`src/logic/cfg_params.svh`:
```
// configuration fabric parameters for target count, register layout and address fields
`ifndef CFG_PARAMS_SVH
`define CFG_PARAMS_SVH

// number of register-bank targets hanging off the fabric
`define CFG_NUM_TGTS 4

// registers in each target, offset 0 is the read-only identity word
`define CFG_REGS_PER_TGT 8

// register and read data width
`define CFG_DATA_W 32

// request address width and the split between offset and target index
`define CFG_ADDR_W 8
`define CFG_OFF_LSB 0
`define CFG_OFF_MSB 2
`define CFG_TGT_LSB 3
`define CFG_TGT_MSB 7

// upper 24 bits of every identity word, the low byte carries the target id
`define CFG_ID_SIG 24'hc0f1d0

`endif

```
`src/logic/cfg_pkg.sv`:
```
// shared types for the configuration fabric, access opcodes and register offsets
`default_nettype none

`include "cfg_params.svh"

package cfg_pkg;

  // access opcode carried with every decoded request
  typedef enum logic [0:0] {
    CFG_READ  = 1'b0,
    CFG_WRITE = 1'b1
  } cfg_op_e;

  // register offset inside one target
  typedef logic [$clog2(`CFG_REGS_PER_TGT)-1:0] cfg_off_t;

endpackage : cfg_pkg

`default_nettype wire

```
`src/logic/cfg_req_if.sv`:
```
// decoded request bus from the control block to every register-bank target
`default_nettype none
`timescale 1ns/1ps

`include "cfg_params.svh"

interface cfg_req_if;
  import cfg_pkg::*;

  // one-hot select strobe, bit i belongs to target i
  logic [`CFG_NUM_TGTS-1:0] sel;
  // access type and register offset, only meaningful while a sel bit is high
  cfg_op_e                  op;
  cfg_off_t                 off;
  // write payload, ignored by targets on reads
  logic [`CFG_DATA_W-1:0]   wdata;

  // the control block drives everything
  modport ctrl (
    output sel,
    output op,
    output off,
    output wdata
  );

  // every target only listens and picks out its own sel bit
  modport target (
    input sel,
    input op,
    input off,
    input wdata
  );

endinterface : cfg_req_if

`default_nettype wire

```
`src/logic/cfg_fabric_top.sv`:
```
// configuration fabric top level, joins request control, register banks and the response reducer
`default_nettype none
`timescale 1ns/1ps

`include "cfg_params.svh"

module cfg_fabric_top (
  input  logic                   clk,
  input  logic                   rst_n,
  // requester side, one strobe per request and no back-pressure
  input  logic                   req_valid,
  input  logic                   req_write,
  input  logic [`CFG_ADDR_W-1:0] req_addr,
  input  logic [`CFG_DATA_W-1:0] req_wdata,
  // response side, ack arrives three cycles after the strobe
  output logic                   rsp_ack,
  output logic                   rsp_err,
  output logic [`CFG_DATA_W-1:0] rsp_rdata
);

  // decoded request bus shared by every target
  cfg_req_if req_bus ();

  // per-target response lanes feeding the reducer
  logic [`CFG_NUM_TGTS-1:0]             bank_ack;
  logic [`CFG_NUM_TGTS-1:0]             bank_err;
  logic [`CFG_NUM_TGTS*`CFG_DATA_W-1:0] bank_rdata;
  logic                                 ctrl_miss;

  cfg_req_ctrl u_ctrl (
    .clk       (clk),
    .rst_n     (rst_n),
    .req_valid (req_valid),
    .req_write (req_write),
    .req_addr  (req_addr),
    .req_wdata (req_wdata),
    .req       (req_bus),
    .miss      (ctrl_miss)
  );

  // one bank per target index, each one tagged with its own id
  for (genvar t = 0; t < `CFG_NUM_TGTS; t++) begin : g_bank
    cfg_reg_bank #(
      .TGT_ID (t)
    ) u_bank (
      .clk   (clk),
      .rst_n (rst_n),
      .req   (req_bus),
      .ack   (bank_ack[t]),
      .err   (bank_err[t]),
      .rdata (bank_rdata[t*`CFG_DATA_W +: `CFG_DATA_W])
    );
  end

  cfg_rsp_reduce #(
    .NUM_TGTS (`CFG_NUM_TGTS)
  ) u_reduce (
    .clk      (clk),
    .rst_n    (rst_n),
    .in_ack   (bank_ack),
    .in_err   (bank_err),
    .in_rdata (bank_rdata),
    .miss     (ctrl_miss),
    .ack      (rsp_ack),
    .err      (rsp_err),
    .rdata    (rsp_rdata)
  );

endmodule : cfg_fabric_top

`default_nettype wire

```
`src/logic/cfg_reg_bank.sv`:
```
// configuration target with a read-only identity word and writable registers
`default_nettype none
`timescale 1ns/1ps

`include "cfg_params.svh"

module cfg_reg_bank #(
  parameter int TGT_ID = 0
) (
  input  logic                   clk,
  input  logic                   rst_n,
  cfg_req_if.target              req,
  output logic                   ack,
  output logic                   err,
  output logic [`CFG_DATA_W-1:0] rdata
);
  import cfg_pkg::*;

  // identity word, signature on top and the target number in the low byte
  localparam logic [`CFG_DATA_W-1:0] ID_WORD = {`CFG_ID_SIG, 8'(TGT_ID)};

  logic [`CFG_DATA_W-1:0] regs [1:`CFG_REGS_PER_TGT-1];
  logic                   sel_me;
  logic                   is_wr;
  logic                   id_off;
  logic                   wr_ok;
  logic                   wr_ro;
  logic [`CFG_DATA_W-1:0] rd_val;

  // this target only reacts to its own bit of the select vector
  assign sel_me = req.sel[TGT_ID];
  assign is_wr  = (req.op == CFG_WRITE);
  assign id_off = (req.off == '0);

  // writes go through everywhere except the identity word
  assign wr_ok = sel_me && is_wr && !id_off;
  // a write aimed at the identity word is refused and reported as an error
  assign wr_ro = sel_me && is_wr && id_off;

  // read mux, offset 0 never touches the register array
  always_comb begin
    if (id_off) begin
      rd_val = ID_WORD;
    end else begin
      rd_val = regs[req.off];
    end
  end

  // writable registers clear on reset and take a write in the sel cycle
  always_ff @(posedge clk or negedge rst_n) begin
    if (!rst_n) begin
      for (int r = 1; r < `CFG_REGS_PER_TGT; r++) begin
        regs[r] <= '0;
      end
    end else if (wr_ok) begin
      regs[req.off] <= req.wdata;
    end
  end

  // ack is a single cycle pulse one edge after sel, err travels with it
  always_ff @(posedge clk or negedge rst_n) begin
    if (!rst_n) begin
      ack <= 1'b0;
      err <= 1'b0;
    end else begin
      ack <= sel_me;
      err <= wr_ro;
    end
  end

  // read data is captured alongside the ack
  // writes answer with zero data whether or not they were accepted
  always_ff @(posedge clk) begin
    if (sel_me) begin
      rdata <= is_wr ? '0 : rd_val;
    end
  end

endmodule : cfg_reg_bank

`default_nettype wire

```
`src/logic/cfg_req_ctrl.sv`:
```
// request control block, registers and decodes strobed requests and flags address misses
`default_nettype none
`timescale 1ns/1ps

`include "cfg_params.svh"

module cfg_req_ctrl (
  input  logic                   clk,
  input  logic                   rst_n,
  input  logic                   req_valid,
  input  logic                   req_write,
  input  logic [`CFG_ADDR_W-1:0] req_addr,
  input  logic [`CFG_DATA_W-1:0] req_wdata,
  cfg_req_if.ctrl                req,
  output logic                   miss
);
  import cfg_pkg::*;

  localparam int TGT_IDX_W = `CFG_TGT_MSB - `CFG_TGT_LSB + 1;

  logic [TGT_IDX_W-1:0]     tgt_idx;
  logic                     tgt_hit;
  logic [`CFG_NUM_TGTS-1:0] sel_nxt;
  cfg_op_e                  op_nxt;
  cfg_off_t                 off_nxt;
  logic                     miss_q1;

  // split the flat address into the target index and the register offset
  assign tgt_idx = req_addr[`CFG_TGT_MSB:`CFG_TGT_LSB];
  assign off_nxt = cfg_off_t'(req_addr[`CFG_OFF_MSB:`CFG_OFF_LSB]);

  // indices at or above the target count land on nothing and become a miss
  assign tgt_hit = (int'(tgt_idx) < `CFG_NUM_TGTS);

  // the write level only matters while req_valid is high
  assign op_nxt = req_write ? CFG_WRITE : CFG_READ;

  // build the one-hot select, at most one bit can match the index
  always_comb begin
    sel_nxt = '0;
    for (int t = 0; t < `CFG_NUM_TGTS; t++) begin
      if (req_valid && (tgt_idx == TGT_IDX_W'(t))) begin
        sel_nxt[t] = 1'b1;
      end
    end
  end

  // registered one-hot select, all bits low in a cycle after no valid request
  always_ff @(posedge clk or negedge rst_n) begin
    if (!rst_n) begin
      req.sel <= '0;
    end else begin
      req.sel <= sel_nxt;
    end
  end

  // request payload only follows a valid strobe
  // targets ignore it unless their sel bit is set in the same cycle
  always_ff @(posedge clk) begin
    if (req_valid) begin
      req.op    <= op_nxt;
      req.off   <= off_nxt;
      req.wdata <= req_wdata;
    end
  end

  // a miss runs through two stages so it reaches the reducer
  // in the same cycle a target ack would have arrived
  // stage one lines up with sel, stage two lines up with the bank ack
  always_ff @(posedge clk or negedge rst_n) begin
    if (!rst_n) begin
      miss_q1 <= 1'b0;
      miss    <= 1'b0;
    end else begin
      miss_q1 <= req_valid && !tgt_hit;
      miss    <= miss_q1;
    end
  end

endmodule : cfg_req_ctrl

`default_nettype wire

```
`src/logic/cfg_rsp_reduce.sv`:
```
// response reducer, folds per-target acks and the miss flag into one registered response
`default_nettype none
`timescale 1ns/1ps

`include "cfg_params.svh"

module cfg_rsp_reduce #(
  parameter int NUM_TGTS = `CFG_NUM_TGTS
) (
  input  logic                            clk,
  input  logic                            rst_n,
  input  logic [NUM_TGTS-1:0]             in_ack,
  input  logic [NUM_TGTS-1:0]             in_err,
  input  logic [NUM_TGTS*`CFG_DATA_W-1:0] in_rdata,
  input  logic                            miss,
  output logic                            ack,
  output logic                            err,
  output logic [`CFG_DATA_W-1:0]          rdata
);

  localparam int IDX_W = (NUM_TGTS > 1) ? $clog2(NUM_TGTS) : 1;

  logic [IDX_W-1:0]       enc;
  logic                   any_ack;
  logic                   err_nxt;
  logic [`CFG_DATA_W-1:0] rdata_nxt;

  // lowest index wins, the loop walks downward so the last hit is the lowest lane
  always_comb begin
    any_ack = 1'b0;
    enc     = '0;
    for (int i = NUM_TGTS - 1; i >= 0; i--) begin
      if (in_ack[i]) begin
        any_ack = 1'b1;
        enc     = IDX_W'(i);
      end
    end
  end

  // err and data hold between responses, only a new ack or a miss moves them
  always_comb begin
    err_nxt   = err;
    rdata_nxt = rdata;
    if (any_ack) begin
      err_nxt   = in_err[enc];
      rdata_nxt = in_rdata[enc*`CFG_DATA_W +: `CFG_DATA_W];
    end else if (miss) begin
      // nobody owns the address, so the fabric answers with an error itself
      err_nxt   = 1'b1;
      rdata_nxt = '0;
    end
  end

  // registered response, ack pulses for one cycle per request
  always_ff @(posedge clk or negedge rst_n) begin
    if (!rst_n) begin
      ack   <= 1'b0;
      err   <= 1'b0;
      rdata <= '0;
    end else begin
      ack   <= any_ack | miss;
      err   <= err_nxt;
      rdata <= rdata_nxt;
    end
  end

endmodule : cfg_rsp_reduce

`default_nettype wire

```
`config.mk`:
```
export PLATFORM = sky130hd
export DESIGN_NAME = cfg_fabric_top
export DESIGN_NICKNAME = d
export VERILOG_FILES = /design/src/logic/cfg_pkg.sv /design/src/logic/cfg_req_if.sv /design/src/logic/cfg_fabric_top.sv /design/src/logic/cfg_reg_bank.sv /design/src/logic/cfg_req_ctrl.sv /design/src/logic/cfg_rsp_reduce.sv
export VERILOG_INCLUDE_DIRS = /design/src /design/src/logic
export SDC_FILE = /design/constraint.sdc
export NUM_CORES = 1
export LEC_CHECK = 0
export BUFFER_PORTS_ARGS = -buffer_cell sky130_fd_sc_hd__buf_2
export CAP_MARGIN = 20
export CELL_PAD_IN_SITES_DETAIL_PLACEMENT = 1
export CELL_PAD_IN_SITES_GLOBAL_PLACEMENT = 2
export CORE_ASPECT_RATIO = 2
export CORE_MARGIN = 3
export CORE_UTILIZATION = 41
export DETAILED_ROUTE_END_ITERATION = 8
export PLACE_DENSITY = 0.79
export SETUP_SLACK_MARGIN = 0.5
export SYNTH_ARGS = -nofsm -noshare
export SYNTH_HDL_FRONTEND = slang
export SYNTH_SLANG_ARGS = --single-unit
```
`constraint.sdc`:
```
create_clock -name clk -period 2.3 [get_ports clk]
set_input_delay 0.23 -clock clk [delete_from_list [all_inputs] [get_ports clk]]
set_output_delay 0.23 -clock clk [all_outputs]
set_load 0.03 [all_outputs]
```
==> impl_results.html <==
<table>
<tr><th>Metric</th><th>Value</th></tr>
<tr><th colspan="2">Cells and area</th></tr>
<tr><td>Fraction of layout instances using a drive strength above 1</td><td>0.440</td></tr>
<tr><td>Layout overhead on the synthesized area</td><td>27.2%</td></tr>
<tr><td>Number of nets at the end of the flow</td><td>3850</td></tr>
<tr><td>Number of standard cells in the layout, taps in and fillers out</td><td>5419</td></tr>
<tr><td>Design Area, Final</td><td>slightly above 60000 sq um</td></tr>
<tr><th colspan="2">Critical path</th></tr>
<tr><td>Most used cell along the critical path</td><td>sky130_fd_sc_hd__buf_4</td></tr>
<tr><td>Required time worst endpoint</td><td>2750 ps</td></tr>
<tr><td>Number of buffer and inverter stages on the critical path</td><td>4</td></tr>
<tr><td>Startpoint Class</td><td>flop</td></tr>
<tr><td>Maximum fanout encountered on the critical timing path</td><td>7</td></tr>
<tr><td>Delay of the slowest critical-path stage</td><td>720 ps</td></tr>
<tr><td>Critical path arrival</td><td>~3000 ps</td></tr>
<tr><td>Cell family with the largest share of critical-path delay</td><td>compound AO/OA/AOI/OAI gates</td></tr>
<tr><td>Setup crit end kind</td><td>flop</td></tr>
<tr><td>Crit. path cell count</td><td>8</td></tr>
<tr><td>Standard cell with the maximum stage delay on the critical path</td><td>sky130_fd_sc_hd__o22ai_1</td></tr>
<tr><td>CP Cell Sequence</td><td>buf_4 &gt; buf_6 &gt; buf_16 &gt; nor2_2 &gt; buf_4 &gt; a32o_1 &gt; o22ai_1 &gt; a21oi_2</td></tr>
<tr><td>Critical setup path kind</td><td>flop to flop</td></tr>
<tr><td>Depth of the worst register-to-register path</td><td>8</td></tr>
<tr><th colspan="2">Placement</th></tr>
<tr><td>Area post-placement</td><td>52200 sq um</td></tr>
<tr><td>Number of input and output port buffers inserted</td><td>77</td></tr>
<tr><td>Half-perimeter wire length of the detailed placement result</td><td>~110 mm</td></tr>
<tr><td>GP Congestion</td><td>approximately 0.82</td></tr>
<tr><td>Placed Cells</td><td>4949</td></tr>
<tr><td>Pre-CTS setup slack</td><td>-285 ps</td></tr>
<tr><th colspan="2">Status</th></tr>
<tr><td>Violations in the final reports</td><td>setup timing</td></tr>
<tr><td>Outcome</td><td>finished with violations</td></tr>
<tr><th colspan="2">Yosys</th></tr>
<tr><td>Syn Std Cell Area</td><td>48400 sq um</td></tr>
<tr><td>Synth Warn #</td><td>0</td></tr>
<tr><td>Synth Area in Adders</td><td>0</td></tr>
<tr><td>Most used flip-flop cell after synthesis</td><td>sky130_fd_sc_hd__dfrtp_1</td></tr>
<tr><td>Ys async rst share</td><td>0.852</td></tr>
<tr><td>Synthesized-area fraction occupied by and/or/nand/nor cells</td><td>0.0336</td></tr>
<tr><td>Multiplexer share of the synthesized area</td><td>0.259</td></tr>
<tr><td>Mean area per synthesized cell</td><td>14.0 sq um</td></tr>
<tr><td>Dominant combinational cell family by area after synthesis</td><td>multiplexers</td></tr>
<tr><td>Number of enable flip-flop cells after synthesis</td><td>~160</td></tr>
<tr><td>Sequential cell area fraction in the yosys report</td><td>0.589</td></tr>
<tr><td>Post-synth cell types</td><td>58</td></tr>
<tr><td>Synth Area in XOR/XNOR</td><td>0</td></tr>
<tr><td>Net count after synthesis</td><td>3512</td></tr>
<tr><td>Synthesized instance count</td><td>3468</td></tr>
<tr><td>Complex-gate fraction of the synthesized area</td><td>0.0819</td></tr>
<tr><td>Register bit count reported by yosys</td><td>roughly 1100</td></tr>
<tr><th colspan="2">Clocking</th></tr>
<tr><td>Clock Latency Late Sink</td><td>about 740 ps</td></tr>
<tr><td>Clk sink count</td><td>roughly 1100</td></tr>
<tr><td>Worst-path clk slew</td><td>70 ps</td></tr>
<tr><td>Number of buffers on the longest clock path</td><td>3</td></tr>
<tr><td>Deepest level of the CTS H-tree</td><td>3</td></tr>
<tr><td>Number of buffers added by the clock tree synthesis step</td><td>97</td></tr>
<tr><td>Root cell of the clock tree</td><td>sky130_fd_sc_hd__clkbuf_16</td></tr>
<tr><td>Clock tree from TritonCTS</td><td>yes</td></tr>
<tr><th colspan="2">Floorplan</th></tr>
<tr><td>Vertical die dimension</td><td>492 um</td></tr>
<tr><td>Die boundary width</td><td>249 um</td></tr>
<tr><td>Standard-cell row count</td><td>about 180</td></tr>
<tr><td>Top-level port count</td><td>78</td></tr>
<tr><td>Full die area</td><td>around 120000 sq um</td></tr>
<tr><td>CORE AREA</td><td>117000 sq um</td></tr>
<tr><td>Starting density of the core</td><td>0.415</td></tr>
<tr><th colspan="2">STA</th></tr>
<tr><td>RSZ-0062 raised after global routing</td><td>true</td></tr>
<tr><td>Final Max Tran Viols</td><td>0</td></tr>
<tr><td>Max-slew headroom at the worst pin</td><td>0.166</td></tr>
<tr><td>Final hold viol count</td><td>0</td></tr>
<tr><td>Slew at the pin closest to its max-slew limit</td><td>1250 ps</td></tr>
<tr><td>Total of endpoints with negative setup slack in the final report</td><td>25</td></tr>
<tr><td>Max Clk Rate</td><td>just under 400 MHz</td></tr>
<tr><td>Post-route fraction of the period consumed by the critical path</td><td>1.12</td></tr>
<tr><td>Post-route worst setup slack</td><td>-276 ps</td></tr>
<tr><td>Time the final worst path needs with I/O delays and setup</td><td>2580 ps</td></tr>
<tr><td>Setup_tns</td><td>-1010 ps</td></tr>
<tr><td>Final worst clock skew</td><td>40.8 ps</td></tr>
<tr><th colspan="2">Pwr</th></tr>
<tr><td>Flop pwr share</td><td>0.489</td></tr>
<tr><td>IR drop worst, VDD</td><td>0.629 mV</td></tr>
<tr><td>Net Sw Frac</td><td>0.267</td></tr>
<tr><td>Internal Power</td><td>31.8 mW</td></tr>
<tr><td>Pwr dens</td><td>704 nW/um^2</td></tr>
<tr><td>Leakage power figure</td><td>27.6 nW</td></tr>
<tr><td>Reported net switching power</td><td>about 12 mW</td></tr>
<tr><td>Total power of the final layout</td><td>around 43 mW</td></tr>
<tr><td>Clock power frac</td><td>0.400</td></tr>
<tr><td>Combinational Power Share</td><td>0.111</td></tr>
<tr><th colspan="2">Route</th></tr>
<tr><td>Count of TritonRoute iterations in the first routing pass</td><td>6</td></tr>
<tr><td>Wirelength, routed</td><td>around 220 mm</td></tr>
<tr><td>Wire length per cell</td><td>41.1 um</td></tr>
<tr><td>Number of DRC violations after detailed routing</td><td>0</td></tr>
<tr><td>Remaining number of nets flagged by the antenna check after routing</td><td>0</td></tr>
<tr><td>Via density per instance</td><td>6.62</td></tr>
<tr><td>Via count of the routed design</td><td>about 36000</td></tr>
<tr><td>Count of routing violations after the opening detailed-route iteration</td><td>4080</td></tr>
<tr><th colspan="2">GRT</th></tr>
<tr><td>Total gr overflow</td><td>0</td></tr>
<tr><td>Via count of the first global-routing pass</td><td>37024</td></tr>
<tr><td>Largest net degree at the start of global routing</td><td>78</td></tr>
<tr><td>Total global routing track utilization</td><td>0.318</td></tr>
<tr><td>Antenna violations before repair</td><td>12</td></tr>
<tr><td>First-pass GRT wire length</td><td>278 mm</td></tr>
<tr><th colspan="2">Run</th></tr>
<tr><td># Max-Cap Violations</td><td>0</td></tr>
<tr><th colspan="2">Worst hold path</th></tr>
<tr><td>Worst Hold Path Cells</td><td>2</td></tr>
<tr><td>Hold WC Path Type</td><td>input pin to flop</td></tr>
</table>
cells in the mapped netlist, types with 8 or more instances:
cell	n	area, sq um
sky130_fd_sc_hd__mux2i_1	99	991
sky130_fd_sc_hd__edfxtp_1	164	4920
sky130_fd_sc_hd__nand3_1	36	180
sky130_fd_sc_hd__nand2_1	143	537
sky130_fd_sc_hd__a41oi_1	14	123
sky130_fd_sc_hd__a221oi_1	61	534
sky130_fd_sc_hd__nand2b_1	13	81.3
sky130_fd_sc_hd__nor3_1	25	125
sky130_fd_sc_hd__a21oi_1	102	510
sky130_fd_sc_hd__a22oi_1	31	233
sky130_fd_sc_hd__o21a_1	8	60.1
sky130_fd_sc_hd__mux4_2	29	653
sky130_fd_sc_hd__clkbuf_1	118	443
sky130_fd_sc_hd__a31oi_1	44	275
sky130_fd_sc_hd__a211o_1	41	359
sky130_fd_sc_hd__o21ai_0	81	405
sky130_fd_sc_hd__a32oi_1	36	315
sky130_fd_sc_hd__buf_4	60	450
sky130_fd_sc_hd__nor2_1	56	210
sky130_fd_sc_hd__o221ai_1	9	78.8
sky130_fd_sc_hd__o21ai_1	10	50.1
sky130_fd_sc_hd__o22ai_1	49	307
sky130_fd_sc_hd__mux2_1	159	1790
sky130_fd_sc_hd__nor2_2	30	188
sky130_fd_sc_hd__buf_1	38	143
sky130_fd_sc_hd__dfrtp_1	944	23600
sky130_fd_sc_hd__o22a_1	10	87.6
sky130_fd_sc_hd__buf_2	127	636
sky130_fd_sc_hd__nor2b_1	10	62.6
sky130_fd_sc_hd__mux2_2	808	9100
sky130_fd_sc_hd__a22o_1	46	403
metrics by stage:
| step | hold slack (ps) | util |
|---|---|---|
| after floorplan | -65.6 | - |
| after global placement | 181 | 0.447 |
| after detailed placement | 181 | 0.447 |
| after CTS | 9.35 | 0.504 |
| after global routing | 34.8 | 0.527 |
| final | 28.2 | 0.528 |
final timing paths:
| kind | start | slack (ps) | endpoint |
|---|---|---|---|
| max in group asynchronous | rst_n | 1150 | g_bank[0].u_bank.regs[103] |
| worst max-delay path | u_ctrl.req.off[1] | -280 | g_bank[3].u_bank.rdata[31] |
| worst max register to register | u_ctrl.req.off[1] | -280 | g_bank[3].u_bank.rdata[31] |
| worst min register to register | u_ctrl.miss_q1 | 410 | u_ctrl.miss |
| worst min-delay path | req_valid | 30 | u_ctrl.req.wdata[4] |
| min in group asynchronous | rst_n | 40 | g_bank[1].u_bank.regs[38] |
cells by family (layout without fill, tap and decap cells):
logic type | after synthesis | in the layout
flops | 1108 | 1108
mux | 1095 | 1095
compound gates | 567 | 567
buf+inv | 355 | 773
simple gates | 343 | 344
other cells | 0 | 11
cell type report:
class	count	area, sq um
well taps	1521	1900
flip-flops and latches	1108	28600
clock buffers	153	3020
inverters	7	38.8
fillers	10907	55100
multi-input cells	2006	19800
clock inverters	27	234
repair buffers	586	8010
diodes	11	27.5
timing repair:
action | in CTS | in global routing
gates cloned | 41 | 31
hold buffers | 43 | 0
buffers inserted | 87 | 73
hold endpoints to repair | 428 | 0
setup endpoints to repair | 1034 | 1048
pin swaps | 19 | 54
resized for setup | 224 | 297
sequential cells by signal (all words and copies together) (netlist names):
| name | flops |
|---|---|
| u_ctrl.req.op | 1 |
| u_ctrl.miss | 1 |
| u_ctrl.req.sel | 4 |
| g_bank.u_bank.rdata | 128 |
| g_bank.u_bank.regs | 896 |
| u_reduce.ack | 1 |
| u_reduce.rdata | 32 |
| g_bank.u_bank.ack | 4 |
| u_ctrl.req.off | 3 |
| u_ctrl.miss_q1 | 1 |
| u_ctrl.req.wdata | 32 |
| g_bank.u_bank.err | 4 |
| u_reduce.err | 1 |
power groups by stage:
stage	logic, mW	registers (mW)	clock network, mW
after global placement	3.46	21.5	0
after floorplan	1.89	21.2	0
after CTS	3.95	21.2	17.2
after global routing	4.90	21.3	18.2
final	4.79	21.2	17.4
after detailed placement	3.55	21.6	0
routing by layer:
layer  global-route usage  wire length, um
met1                0.342            72400
met3               0.0580            21500
met4                0.269            25200
met2                0.539           103000
met5                    0                0
cells in the final DEF, fill, tap and decap left out, types with 15 or more instances in the layout:
cell type / count
sky130_fd_sc_hd__a22oi_1: 28
sky130_fd_sc_hd__mux4_2: 29
sky130_fd_sc_hd__mux2_2: 602
sky130_fd_sc_hd__clkbuf_1: 26
sky130_fd_sc_hd__clkbuf_16: 133
sky130_fd_sc_hd__dlygate4sd3_1: 43
sky130_fd_sc_hd__o22ai_1: 49
sky130_fd_sc_hd__edfxtp_1: 164
sky130_fd_sc_hd__buf_4: 182
sky130_fd_sc_hd__a221oi_1: 51
sky130_fd_sc_hd__buf_6: 57
sky130_fd_sc_hd__buf_12: 122
sky130_fd_sc_hd__a32oi_1: 33
sky130_fd_sc_hd__nor3_1: 22
sky130_fd_sc_hd__nor2_1: 51
sky130_fd_sc_hd__nor2_4: 34
sky130_fd_sc_hd__a211o_1: 41
sky130_fd_sc_hd__mux2i_1: 99
sky130_fd_sc_hd__a21oi_1: 90
sky130_fd_sc_hd__buf_16: 58
sky130_fd_sc_hd__a31oi_1: 42
sky130_fd_sc_hd__clkbuf_8: 23
sky130_fd_sc_hd__nand3_1: 34
sky130_fd_sc_hd__mux2_4: 264
sky130_fd_sc_hd__nand2_1: 138
sky130_fd_sc_hd__o21ai_0: 76
sky130_fd_sc_hd__clkinv_2: 15
sky130_fd_sc_hd__dfrtp_1: 939
sky130_fd_sc_hd__buf_2: 76
sky130_fd_sc_hd__a22o_1: 46
sky130_fd_sc_hd__mux2_1: 101
Power figures use the tool's default switching activity.
